==> config.mk <==
export PLATFORM = sky130hd
export DESIGN_NAME = l2_mshr
export DESIGN_NICKNAME = d
export VERILOG_FILES = /design/src/design/mshr_pkg.sv /design/src/design/l2_mshr.sv /design/src/design/mshr_entry_table.sv /design/src/design/mshr_search.sv
export SDC_FILE = /design/constraint.sdc
export NUM_CORES = 1
export LEC_CHECK = 0
export BUFFER_PORTS_ARGS = -buffer_cell sky130_fd_sc_hd__clkbuf_2
export CORE_MARGIN = 2
export CORE_UTILIZATION = 59
export CTS_BUF_LIST = sky130_fd_sc_hd__clkbuf_16
export CTS_CLUSTER_SIZE = 25
export DETAILED_ROUTE_END_ITERATION = 12
export PLACE_DENSITY = 0.78
export SLEW_MARGIN = 40
export SYNTH_ARGS = -nofsm -noshare
export SYNTH_HDL_FRONTEND = slang
export SYNTH_SLANG_ARGS = --single-unit
export TNS_END_PERCENT = 20
==> constraint.sdc <==
create_clock -name clk -period 3.1 [get_ports clk]
set_input_delay 0.775 -clock clk [delete_from_list [all_inputs] [get_ports clk]]
set_output_delay 0.775 -clock clk [all_outputs]
set_load 0.05 [all_outputs]
==> src/design/mshr_pkg.sv <==
package mshr_pkg;

    // table geometry
    localparam int N_MSHR         = 4;
    localparam int MSHR_BITS      = 2;
    // address split of an l2 line
    localparam int TAG_BITS       = 12;
    localparam int SET_BITS       = 6;
    // line layout
    localparam int WORDS_PER_LINE = 4;
    localparam int WORD_BITS      = 32;

    typedef logic [MSHR_BITS-1:0]                mshr_idx_t;
    typedef logic [TAG_BITS-1:0]                 l2_tag_t;
    typedef logic [SET_BITS-1:0]                 l2_set_t;
    typedef logic [WORDS_PER_LINE*WORD_BITS-1:0] line_t;
    // one bit per word of the line
    typedef logic [WORDS_PER_LINE-1:0]           word_mask_t;

    // transient coherence states where SPX_I marks a free slot
    typedef enum logic [3:0] {
        SPX_I   = 4'd0,
        SPX_IS  = 4'd1,
        SPX_II  = 4'd2,
        SPX_RI  = 4'd3,
        SPX_XR  = 4'd4,
        SPX_XRV = 4'd5,
        SPX_AMO = 4'd6
    } spx_state_e;

    // operations issued by the l2 fsm
    typedef enum logic [2:0] {
        MSHR_IDLE       = 3'd0,
        MSHR_LOOKUP     = 3'd1,
        MSHR_PEEK_REQ   = 3'd2,
        MSHR_PEEK_FLUSH = 3'd3,
        MSHR_PEEK_FWD   = 3'd4
    } mshr_op_e;

    // incoming forward messages seen by peek_fwd
    typedef enum logic [2:0] {
        FWD_INV       = 3'd0,
        FWD_RVK_O     = 3'd1,
        FWD_REQ_S     = 3'd2,
        FWD_REQ_ODATA = 3'd3,
        FWD_WTFWD     = 3'd4
    } fwd_msg_e;

endpackage

==> src/design/l2_mshr.sv <==
`timescale 1ns/1ps

module l2_mshr (
    input  logic                    clk,
    input  logic                    rst,
    // operation
    input  mshr_pkg::mshr_op_e      op_i,
    input  mshr_pkg::l2_tag_t       tag_i,
    input  mshr_pkg::l2_set_t       set_i,
    input  mshr_pkg::fwd_msg_e      fwd_msg_i,
    // writes at the latched index
    input  logic                    add_entry_i,
    input  logic                    upd_state_i,
    input  logic                    upd_tag_i,
    input  logic                    upd_line_i,
    input  logic                    upd_word_mask_i,
    input  mshr_pkg::spx_state_e    state_i,
    input  mshr_pkg::line_t         line_i,
    input  mshr_pkg::word_mask_t    word_mask_i,
    input  mshr_pkg::mshr_idx_t     rd_idx_i,
    // search results
    output logic                    set_conflict_o,
    output logic                    clr_conflict_o,
    output logic                    set_fwd_stall_o,
    output logic                    clr_fwd_stall_o,
    output mshr_pkg::mshr_idx_t     stall_idx_o,
    output mshr_pkg::mshr_idx_t     mshr_idx_o,
    output logic                    mshr_hit_o,
    // read port
    output mshr_pkg::spx_state_e    rd_state_o,
    output mshr_pkg::l2_tag_t       rd_tag_o,
    output mshr_pkg::l2_set_t       rd_set_o,
    output mshr_pkg::line_t         rd_line_o,
    output mshr_pkg::word_mask_t    rd_word_mask_o,
    output logic                    write_pending_o
);

    // entry view shared between table and search
    mshr_pkg::spx_state_e entry_state [mshr_pkg::N_MSHR];
    mshr_pkg::l2_tag_t    entry_tag   [mshr_pkg::N_MSHR];
    mshr_pkg::l2_set_t    entry_set   [mshr_pkg::N_MSHR];

    // writes land at the index latched by the last operation
    mshr_entry_table i_table (
        .clk             (clk),
        .rst             (rst),
        .add_entry_i     (add_entry_i),
        .upd_state_i     (upd_state_i),
        .upd_tag_i       (upd_tag_i),
        .upd_line_i      (upd_line_i),
        .upd_word_mask_i (upd_word_mask_i),
        .wr_idx_i        (mshr_idx_o),
        .state_i         (state_i),
        .tag_i           (tag_i),
        .set_i           (set_i),
        .line_i          (line_i),
        .word_mask_i     (word_mask_i),
        .rd_idx_i        (rd_idx_i),
        .state_o         (entry_state),
        .tag_o           (entry_tag),
        .set_o           (entry_set),
        .rd_state_o      (rd_state_o),
        .rd_tag_o        (rd_tag_o),
        .rd_set_o        (rd_set_o),
        .rd_line_o       (rd_line_o),
        .rd_word_mask_o  (rd_word_mask_o),
        .write_pending_o (write_pending_o)
    );

    mshr_search i_search (
        .clk             (clk),
        .rst             (rst),
        .op_i            (op_i),
        .tag_i           (tag_i),
        .set_i           (set_i),
        .fwd_msg_i       (fwd_msg_i),
        .state_i         (entry_state),
        .tag_e_i         (entry_tag),
        .set_e_i         (entry_set),
        .set_conflict_o  (set_conflict_o),
        .clr_conflict_o  (clr_conflict_o),
        .set_fwd_stall_o (set_fwd_stall_o),
        .clr_fwd_stall_o (clr_fwd_stall_o),
        .stall_idx_o     (stall_idx_o),
        .mshr_idx_o      (mshr_idx_o),
        .mshr_hit_o      (mshr_hit_o)
    );

endmodule

==> src/design/mshr_entry_table.sv <==
`timescale 1ns/1ps

module mshr_entry_table (
    input  logic                       clk,
    input  logic                       rst,
    // add writes every field, upd_* write one field
    input  logic                       add_entry_i,
    input  logic                       upd_state_i,
    input  logic                       upd_tag_i,
    input  logic                       upd_line_i,
    input  logic                       upd_word_mask_i,
    input  mshr_pkg::mshr_idx_t        wr_idx_i,
    // write values
    input  mshr_pkg::spx_state_e       state_i,
    input  mshr_pkg::l2_tag_t          tag_i,
    input  mshr_pkg::l2_set_t          set_i,
    input  mshr_pkg::line_t            line_i,
    input  mshr_pkg::word_mask_t       word_mask_i,
    // read port select
    input  mshr_pkg::mshr_idx_t        rd_idx_i,
    // search view of all entries
    output mshr_pkg::spx_state_e       state_o [mshr_pkg::N_MSHR],
    output mshr_pkg::l2_tag_t          tag_o   [mshr_pkg::N_MSHR],
    output mshr_pkg::l2_set_t          set_o   [mshr_pkg::N_MSHR],
    // read port
    output mshr_pkg::spx_state_e       rd_state_o,
    output mshr_pkg::l2_tag_t          rd_tag_o,
    output mshr_pkg::l2_set_t          rd_set_o,
    output mshr_pkg::line_t            rd_line_o,
    output mshr_pkg::word_mask_t       rd_word_mask_o,
    // drain status
    output logic                       write_pending_o
);

    // per-field storage
    mshr_pkg::spx_state_e state_q [mshr_pkg::N_MSHR];
    mshr_pkg::l2_tag_t    tag_q   [mshr_pkg::N_MSHR];
    mshr_pkg::l2_set_t    set_q   [mshr_pkg::N_MSHR];
    mshr_pkg::line_t      line_q  [mshr_pkg::N_MSHR];
    mshr_pkg::word_mask_t mask_q  [mshr_pkg::N_MSHR];

    for (genvar i = 0; i < mshr_pkg::N_MSHR; i++) begin : g_entry
        logic sel;

        // slot addressed by the latched index
        assign sel = (wr_idx_i == mshr_pkg::mshr_idx_t'(i));

        // state
        always_ff @(posedge clk or negedge rst) begin
            if (!rst) begin
                state_q[i] <= mshr_pkg::SPX_I;
            end else if (sel && (add_entry_i || upd_state_i)) begin
                state_q[i] <= state_i;
            end
        end

        // tag
        always_ff @(posedge clk or negedge rst) begin
            if (!rst) begin
                tag_q[i] <= '0;
            end else if (sel && (add_entry_i || upd_tag_i)) begin
                tag_q[i] <= tag_i;
            end
        end

        // set only changes on add
        always_ff @(posedge clk or negedge rst) begin
            if (!rst) begin
                set_q[i] <= '0;
            end else if (sel && add_entry_i) begin
                set_q[i] <= set_i;
            end
        end

        // line data
        always_ff @(posedge clk or negedge rst) begin
            if (!rst) begin
                line_q[i] <= '0;
            end else if (sel && (add_entry_i || upd_line_i)) begin
                line_q[i] <= line_i;
            end
        end

        // word mask
        always_ff @(posedge clk or negedge rst) begin
            if (!rst) begin
                mask_q[i] <= '0;
            end else if (sel && (add_entry_i || upd_word_mask_i)) begin
                mask_q[i] <= word_mask_i;
            end
        end
    end

    assign state_o = state_q;
    assign tag_o   = tag_q;
    assign set_o   = set_q;

    // combinational read port
    assign rd_state_o     = state_q[rd_idx_i];
    assign rd_tag_o       = tag_q[rd_idx_i];
    assign rd_set_o       = set_q[rd_idx_i];
    assign rd_line_o      = line_q[rd_idx_i];
    assign rd_word_mask_o = mask_q[rd_idx_i];

    // ownership or atomic still outstanding
    always_comb begin
        write_pending_o = 1'b0;
        for (int i = 0; i < mshr_pkg::N_MSHR; i++) begin
            if (state_q[i] inside {mshr_pkg::SPX_XR, mshr_pkg::SPX_XRV, mshr_pkg::SPX_AMO}) begin
                write_pending_o = 1'b1;
            end
        end
    end

    // the index comes from the last peek, which picked a free slot
    a_add_to_free: assert property (@(posedge clk) disable iff (!rst)
        add_entry_i |-> (state_q[wr_idx_i] == mshr_pkg::SPX_I))
        else $error("add targets live mshr entry %0d", wr_idx_i);

endmodule

==> src/design/mshr_search.sv <==
`timescale 1ns/1ps

module mshr_search (
    input  logic                    clk,
    input  logic                    rst,
    // operation strobe and its operands
    input  mshr_pkg::mshr_op_e      op_i,
    input  mshr_pkg::l2_tag_t       tag_i,
    input  mshr_pkg::l2_set_t       set_i,
    input  mshr_pkg::fwd_msg_e      fwd_msg_i,
    // current table contents
    input  mshr_pkg::spx_state_e    state_i [mshr_pkg::N_MSHR],
    input  mshr_pkg::l2_tag_t       tag_e_i [mshr_pkg::N_MSHR],
    input  mshr_pkg::l2_set_t       set_e_i [mshr_pkg::N_MSHR],
    // same-cycle strobes
    output logic                    set_conflict_o,
    output logic                    clr_conflict_o,
    output logic                    set_fwd_stall_o,
    output logic                    clr_fwd_stall_o,
    output mshr_pkg::mshr_idx_t     stall_idx_o,
    // latched result
    output mshr_pkg::mshr_idx_t     mshr_idx_o,
    output logic                    mshr_hit_o
);

    logic [mshr_pkg::N_MSHR-1:0] valid_vec;
    logic [mshr_pkg::N_MSHR-1:0] match_vec;
    logic [mshr_pkg::N_MSHR-1:0] same_set_vec;
    logic                        match_any;
    mshr_pkg::mshr_idx_t         match_idx;
    mshr_pkg::mshr_idx_t         free_idx;
    mshr_pkg::spx_state_e        hit_state;
    logic                        fwd_override;
    mshr_pkg::mshr_idx_t         idx_next;
    logic                        hit_next;

    // parallel compare against every entry
    always_comb begin
        for (int i = 0; i < mshr_pkg::N_MSHR; i++) begin
            valid_vec[i]    = (state_i[i] != mshr_pkg::SPX_I);
            same_set_vec[i] = valid_vec[i] && (set_e_i[i] == set_i);
            match_vec[i]    = same_set_vec[i] && (tag_e_i[i] == tag_i);
        end
    end

    // highest index wins for both hit and free slot
    always_comb begin
        match_any = 1'b0;
        match_idx = '0;
        free_idx  = '0;
        for (int i = 0; i < mshr_pkg::N_MSHR; i++) begin
            if (match_vec[i]) begin
                match_any = 1'b1;
                match_idx = mshr_pkg::mshr_idx_t'(i);
            end
            if (!valid_vec[i]) begin
                free_idx = mshr_pkg::mshr_idx_t'(i);
            end
        end
    end

    assign hit_state = state_i[match_idx];

    // forwards that are answered at once instead of stalling
    always_comb begin
        case (fwd_msg_i)
            mshr_pkg::FWD_INV: begin
                fwd_override = 1'b1;
            end
            mshr_pkg::FWD_RVK_O, mshr_pkg::FWD_REQ_S, mshr_pkg::FWD_REQ_ODATA: begin
                fwd_override = (hit_state == mshr_pkg::SPX_RI);
            end
            default: begin
                fwd_override = 1'b0;
            end
        endcase
    end

    // per-opcode decisions
    always_comb begin
        set_conflict_o  = 1'b0;
        clr_conflict_o  = 1'b0;
        set_fwd_stall_o = 1'b0;
        clr_fwd_stall_o = 1'b0;
        stall_idx_o     = '0;
        idx_next        = '0;
        hit_next        = 1'b0;
        case (op_i)
            mshr_pkg::MSHR_LOOKUP: begin
                idx_next = match_idx;
                hit_next = match_any;
            end
            mshr_pkg::MSHR_PEEK_REQ: begin
                // any live entry on the same set blocks the request
                set_conflict_o = |same_set_vec;
                clr_conflict_o = ~|same_set_vec;
                idx_next       = free_idx;
            end
            mshr_pkg::MSHR_PEEK_FLUSH: begin
                idx_next = free_idx;
            end
            mshr_pkg::MSHR_PEEK_FWD: begin
                idx_next = match_idx;
                hit_next = match_any;
                if (match_any && !fwd_override) begin
                    set_fwd_stall_o = 1'b1;
                    stall_idx_o     = match_idx;
                end else begin
                    clr_fwd_stall_o = 1'b1;
                end
            end
            default: begin
                hit_next = 1'b0;
            end
        endcase
    end

    // idle keeps the last result
    always_ff @(posedge clk or negedge rst) begin
        if (!rst) begin
            mshr_idx_o <= '0;
            mshr_hit_o <= 1'b0;
        end else if (op_i != mshr_pkg::MSHR_IDLE) begin
            mshr_idx_o <= idx_next;
            mshr_hit_o <= hit_next;
        end
    end

    // the l2 fsm only drives defined opcodes
    a_op_legal: assert property (@(posedge clk) disable iff (!rst)
        op_i inside {mshr_pkg::MSHR_IDLE, mshr_pkg::MSHR_LOOKUP, mshr_pkg::MSHR_PEEK_REQ,
                     mshr_pkg::MSHR_PEEK_FLUSH, mshr_pkg::MSHR_PEEK_FWD})
        else $error("illegal mshr opcode %0d", op_i);

endmodule

==> results of run 1 <==
## how the worst min path moves through the flow
| stage | endpoint |
|---|---|
| 2_1_floorplan | i_table.line_q[18]$_DFFE_PN0P_ |
| 3_3_place_gp | i_table.line_q[90]$_DFFE_PN0P_ |
| 3_5_place_dp | i_table.line_q[48]$_DFFE_PN0P_ |
| 4_1_cts | i_table.tag_o[41]$_DFFE_PN0P_ |
| 5_1_grt | i_table.tag_o[41]$_DFFE_PN0P_ |
| 6_report | i_table.tag_o[41]$_DFFE_PN0P_ |
## what timing repair did
| item | in CTS | in global routing |
|---|---|---|
| gates resized for setup | 9 | 9 |
| setup endpoints to repair | 6 | 6 |
| setup buffers | 1 | 0 |
| pin swaps | 3 | 10 |
| cloned | 0 | 0 |
## worst max-delay path: cells and delay by family, from the launching register on
kind	cells	cell delay [ns]
xor gates and xnor gates	1	0.19
and+or+nand+nor	3	0.80
AOI/OAI and AO/OA	3	0.51
buffers and inverters	1	0.18
DFF	1	0.41
## power by group
part           internal, W  switching [W]  leakage (nW)
clock              0.00417        0.00312          1.01
combinational      0.00574        0.00708          5.97
sequential          0.0117        0.00216          7.31
total               0.0216         0.0124          14.3
## cell usage after synthesis (4+ instances only)
library cell / n
dfrtp_1: 619
mux2_2: 616
mux4_2: 154
buf_2: 83
xnor2_1: 48
xor2_1: 21
nor2_1: 17
clkbuf_1: 15
nand4_1: 15
buf_1: 14
nor3_1: 12
nand2_1: 9
nor4_1: 8
nand3b_1: 6
o21ai_0: 5
a21oi_1: 4
buf_6: 4
## per-stage QoR
step | worst slack [ns] | total power (W) | hold slack (ns)
6_report | -0.345 | 0.0340 | 0.0956
5_1_grt | -0.425 | 0.0356 | 0.112
4_1_cts | -0.354 | 0.0342 | 0.0959
3_5_place_dp | -0.317 | 0.0268 | 0.488
3_3_place_gp | -0.242 | 0.0261 | 0.482
2_1_floorplan | -0.0349 | 0.0233 | 0.474
## cell families after synthesis
logic type                Yosys count
DFF                               619
buffers and inverters             119
xor gates and xnor gates           73
AOI/OAI and AO/OA                  21
muxes                             770
and+or+nand+nor                    84
## metal layers
metal	vias up	track usage, %	wire, um
li1	7081	-	-
met4	8	9.46	2150
met1	8782	35.0	26100
met2	423	44.6	32300
met3	148	7.58	4080
met5	-	0	56
## final cells by class
type,instances,share of cell area (%)
tap,607,2.29
clock inverter,43,0.910
sequential,619,46.7
inverter,2,0.0227
antenna,4,0.0302
timing repair buffer,436,8.82
clock buffer,67,5.06
multi-input combinational,948,36.1
## flip-flops by register name (all words and copies together), names as in the netlist
register             count
i_search.mshr_idx_o      2
i_table.state_o         16
i_table.line_q         512
i_table.tag_o           48
i_table.mask_q          16
i_table.set_o           24
i_search.mshr_hit_o      1
==> impl_metrics.toml, run 1 <==
[drt]
initialDrtViolationCount = 773
wl_per_cell_um = 23.7
ant_nets = 0
num_vias = 16400
drc = 0
vias_per_cell = 6.03
firstDrtPassIters = 4
finalWirelength_um = 64700

[sta]
fmax_mhz = 290
min_period_over_period_pct = 111
setup-violations-final = 4
period_minus_slack_ns = 3.44
fin_ws_ns = -0.345
final_hold_viol_count = 0
skew_ns = 0.0228
slew_viol_final = 0
setup_tns_ns = -1.32
slew_headroom_pct = 51.6
max_slew.worst_pin.slew_ns = 0.720
rsz0062_at_grt = "true"

[pwr]
pwr_density_cell_nw_per_um2 = 1030
ir_drop_mv = 0.850
cellLeakagePower_nw = 14.3

[critical_path]
rrSetupSlack_ns = 0.94
r2r_start = "i_search.mshr_idx_o[0]$_DFFE_PN0P_"
cpPeakStageDelay_ns = 0.41
endpoint = "stall_idx_o[1]"
cp-start-kind = "register"
ff2ff_path_depth = 4
cp-end-kind = "output pin"
cpMaxStageDelayCell = "dfrtp_1"
path_max_fanout = 3
critical_path_required_ns = 2.32
critPathKind = "register to output pin"
arrival_ns = 2.67
rr_endpoint = "i_table.line_q[285]$_DFFE_PN0P_"
path_cells = "xnor2_1 -> nand4_1 -> nor3_4 -> a2111oi_4 -> o221ai_4 -> a21oi_4 -> nor3b_4 -> buf_12"
startpoint = "i_table.tag_o[29]$_DFFE_PN0P_"

[logic_synthesis]
synth_edf_count = 0
synth-main-ff-cell = "dfrtp_1"
synth-simple-area-share_pct = 1.85
synth_top_family_by_area = "multiplexers"
syn_inst = 1686
yosys_warnings = 0
synth_xor_area_share_pct = 2.45
async_reset_ff_share_pct = 100
netlist_top_cells_area = "dfrtp_1 56%, mux2_2 25%, mux4_2 12%"
synth-seq-cells = 619
synth_adder_area_share_pct = 0
syn_nets = 1855
synth_top_cell_by_area = "dfrtp_1"
synthMuxAreaShare_pct = 37.4
synth_compound_area_share_pct = 0.575
netlist_area_sq_um = 27800
yosysUniqueCellTypes = 44
synth_top_area_share_pct = 55.7
ys_seq_area_share_pct = 55.7
avgSynthCellArea_sq_um = 16.5

[global_routing]
grt_pass1_wl_um = 104000
grt.total_usage_pct = 27.1
antenna_found_initial = 8
grt_pass1_vias = 18500
grt_max_degree = 92
overflow = 0

[outcome]
violations = "setup timing"
outcome = "finished with violations"

[die]
die_y_um = 221
dieArea_sq_um = 48900
rows = 79
io_pins = 333
core_sq_um = 46600
start_util_pct = 59.8
fp.dieW_um = 221

[cells_and_area]
final_cells = 2726
drive_gt1_share_pct = 62.9
nets = 2242
multi_input_area_sq_um = 12000
fin_area_sq_um = 33100
final_cell_mix = "618 x dfrtp_1, 616 x mux2_2, 323 x clkbuf_2"
syn_to_final_growth_pct = 19.1
layout_commonest_cell = "dfrtp_1"
seq_area_sq_um = 15500
fin_util_pct = 71.2
fill_cells = 3030

[clock_tree]
cts_hold_buf = 0
clock_sinks = 619
htree_levels = 3
cts_tree = "built"
clockRootBuffer = "clkbuf_16"
clkLatencyLatePin_ns = 0.60
path_clk_slew_ns = 0.06
cts_buffer_depth = 3
cts_buffers = 66

[place]
place.gp.congestion = 0.910
dp.cells = 2611
dp_hpwl_um = 44300
numPortBuffers = 332
post_dp_cell_area_sq_um = 31000

[hold_path]
min_path_type = "input port to async pin"

[flow_run]
max-cap-violations = 0
Note: power is estimated with default switching activity, not from simulation.
==> inputs of run 2 (changes only) <==
--- a/config.mk
+++ b/config.mk
@@ -12,6 +12,7 @@
 export CTS_CLUSTER_SIZE = 25
 export DETAILED_ROUTE_END_ITERATION = 12
 export PLACE_DENSITY = 0.78
+export RECOVER_POWER = 100
 export SLEW_MARGIN = 40
 export SYNTH_ARGS = -nofsm -noshare
 export SYNTH_HDL_FRONTEND = slang
==> run 2 against run 1 <==
Effect of this change:
- the flow still finishes with violations (setup timing)
- setup slack got worse by 0.0083 ns
- critical path type unchanged
- critical path depth is the same
- register-to-register slack lost 0.73 ns
- clock power about the same
- sequential share of layout area rose by 0.54 points
- power fell by 0.37%
- global-route usage is the same
- routed wire length about the same
- die area stayed put
- highest routed layer unchanged
- sequential power hardly changed
- via count increased by 0.38%
- first-iteration DRC count is 5.2% higher
==> impl_metrics.toml, run 2 (synthesis results as in run 1) <==
[pwr]
switching_share_pct = 36.4
cellLeakagePower_nw = 14.1
clkPwrFrac_pct = 21.5
power.total_w = 0.0339
p_sw_w = 0.0123
ir_drop_mv = 0.845
seq_power_share_pct = 41.0
cell_internal_pwr_w = 0.0215
pwr_density_cell_nw_per_um2 = 1030
combPwrFrac_pct = 37.5

[drt]
num_vias = 16500
ant_nets = 0
vias_per_cell = 6.05
initialDrtViolationCount = 813
finalWirelength_um = 64700
wl_per_cell_um = 23.7
drc = 0
firstDrtPassIters = 4

[global_routing]
grt_pass1_vias = 18500
grt.total_usage_pct = 27.1
grt_max_degree = 92
grt_pass1_wl_um = 104000
overflow = 0
antenna_found_initial = 8

[sta]
slew_viol_final = 0
rsz0062_at_grt = "true"
fmax_mhz = 290
slew_headroom_pct = 4.36
fin_ws_ns = -0.353
max_slew.worst_pin.slew_ns = 1.43
whs_ns = 0.444
min_period_over_period_pct = 111
period_minus_slack_ns = 3.45
setup-violations-final = 20
skew_ns = 0.0230
final_hold_viol_count = 0
setup_tns_ns = -1.70

[die]
core_sq_um = 46600
fp.dieW_um = 221
rows = 79
die_y_um = 221
dieArea_sq_um = 48900
start_util_pct = 59.8
io_pins = 333

[critical_path]
path_cells = "xnor2_1 -> nand4_1 -> nor3_4 -> a2111oi_4 -> o221ai_4 -> a21oi_4 -> nor3b_4 -> buf_12"
cp-end-kind = "output pin"
path_buf_inv = 1
critPathKind = "register to output pin"
cpPeakStageDelay_ns = 0.41
crit_family = "simple AND/OR/NAND/NOR gates"
critical_path_required_ns = 2.32
arrival_ns = 2.68
cp-start-kind = "register"
path_max_fanout = 3
cpMaxStageDelayCell = "dfrtp_1"

[cells_and_area]
final_cell_mix = "618 x dfrtp_1, 610 x mux2_2, 331 x clkbuf_2"
layout_commonest_cell = "dfrtp_1"
syn_to_final_growth_pct = 17.7
drive_gt1_share_pct = 61.7
fill_cells = 3088
nets = 2242
largest_reg_flops = 512
largest-register = "i_table.line_q"
fin_area_sq_um = 32800
final_cells = 2726

[place]
numPortBuffers = 332
post_dp_cell_area_sq_um = 31000
dp.cells = 2611
place.gp.congestion = 0.910
dp_hpwl_um = 44300

[clock_tree]
clkLatencyLatePin_ns = 0.61
clockRootBuffer = "clkbuf_16"
cts_buffer_depth = 3
cts_tree = "built"
htree_levels = 3
cts_buffers = 66
path_clk_slew_ns = 0.06
clock_sinks = 619
cts_hold_buf = 0

[flow_run]
max-cap-violations = 0

[outcome]
outcome = "finished with violations"
violations = "setup timing"

[hold_path]
min_path_type = "input port to register"
[run 2: area by class of cell]
class	instances	area (sq um)	area share (%)
inverters	2	7.51	0.0229
multi-input cells	948	11900	36.4
clock inverters	43	302	0.920
clock buffers	67	1680	5.12
flip-flops and latches	619	15500	47.3
repair buffers	436	2580	7.88
diodes	4	10.0	0.0306
well taps	607	759	2.32
[run 2: layer usage]
metal | wire, um | up-vias | part of all wire [%] | global-route usage, %
li1 | - | 7072 | - | -
met1 | 25800 | 8835 | 40 | 35.0
met2 | 32500 | 437 | 50 | 44.6
met3 | 4110 | 152 | 6.3 | 7.58
met4 | 2200 | 8 | 3.4 | 9.46
met5 | 56 | - | 0.087 | 0
[run 2: final timing paths]
kind                                                          from                              end  slack [ns]  depth (start not counted)
worst min-delay path                                     line_i[9]  i_table.line_q[137]$_DFFE_PN0P_        0.44                          2
worst max-delay path                 i_table.tag_o[29]$_DFFE_PN0P_                   stall_idx_o[1]       -0.35                          8
worst max register to register  i_search.mshr_idx_o[1]$_DFFE_PN0P_  i_table.line_q[505]$_DFFE_PN0P_        0.21                          4
worst min register to register     i_table.line_q[159]$_DFFE_PN0P_  i_table.line_q[159]$_DFFE_PN0P_        0.50                          1
max in group asynchronous                                      rst   i_table.line_q[94]$_DFFE_PN0P_        0.45                          3
min in group asynchronous                                      rst    i_table.tag_o[41]$_DFFE_PN0P_        0.50                          1
[run 2: timing repair]
| action | in CTS | in global routing |
|---|---|---|
| resized for setup | 9 | 9 |
| endpoints found under the setup margin | 6 | 6 |
| buffers inserted | 1 | 0 |
| pin swaps | 3 | 10 |
[run 2: power by group through the flow]
stage,clock network [W],logic (W),registers [W]
after floorplan,0,0.0101,0.0132
after global placement,0,0.0124,0.0137
after detailed placement,0,0.0128,0.0140
after CTS,0.00744,0.0129,0.0139
after global routing,0.00776,0.0134,0.0143
final,0.00728,0.0127,0.0139
[run 2: metrics by stage]
stage          utilization (%)  worst slack [ns]
6_report                  70.4            -0.353
5_1_grt                   70.4            -0.425
4_1_cts                   71.0            -0.354
3_5_place_dp              66.7            -0.317
3_3_place_gp              66.7            -0.242
2_1_floorplan                -           -0.0349
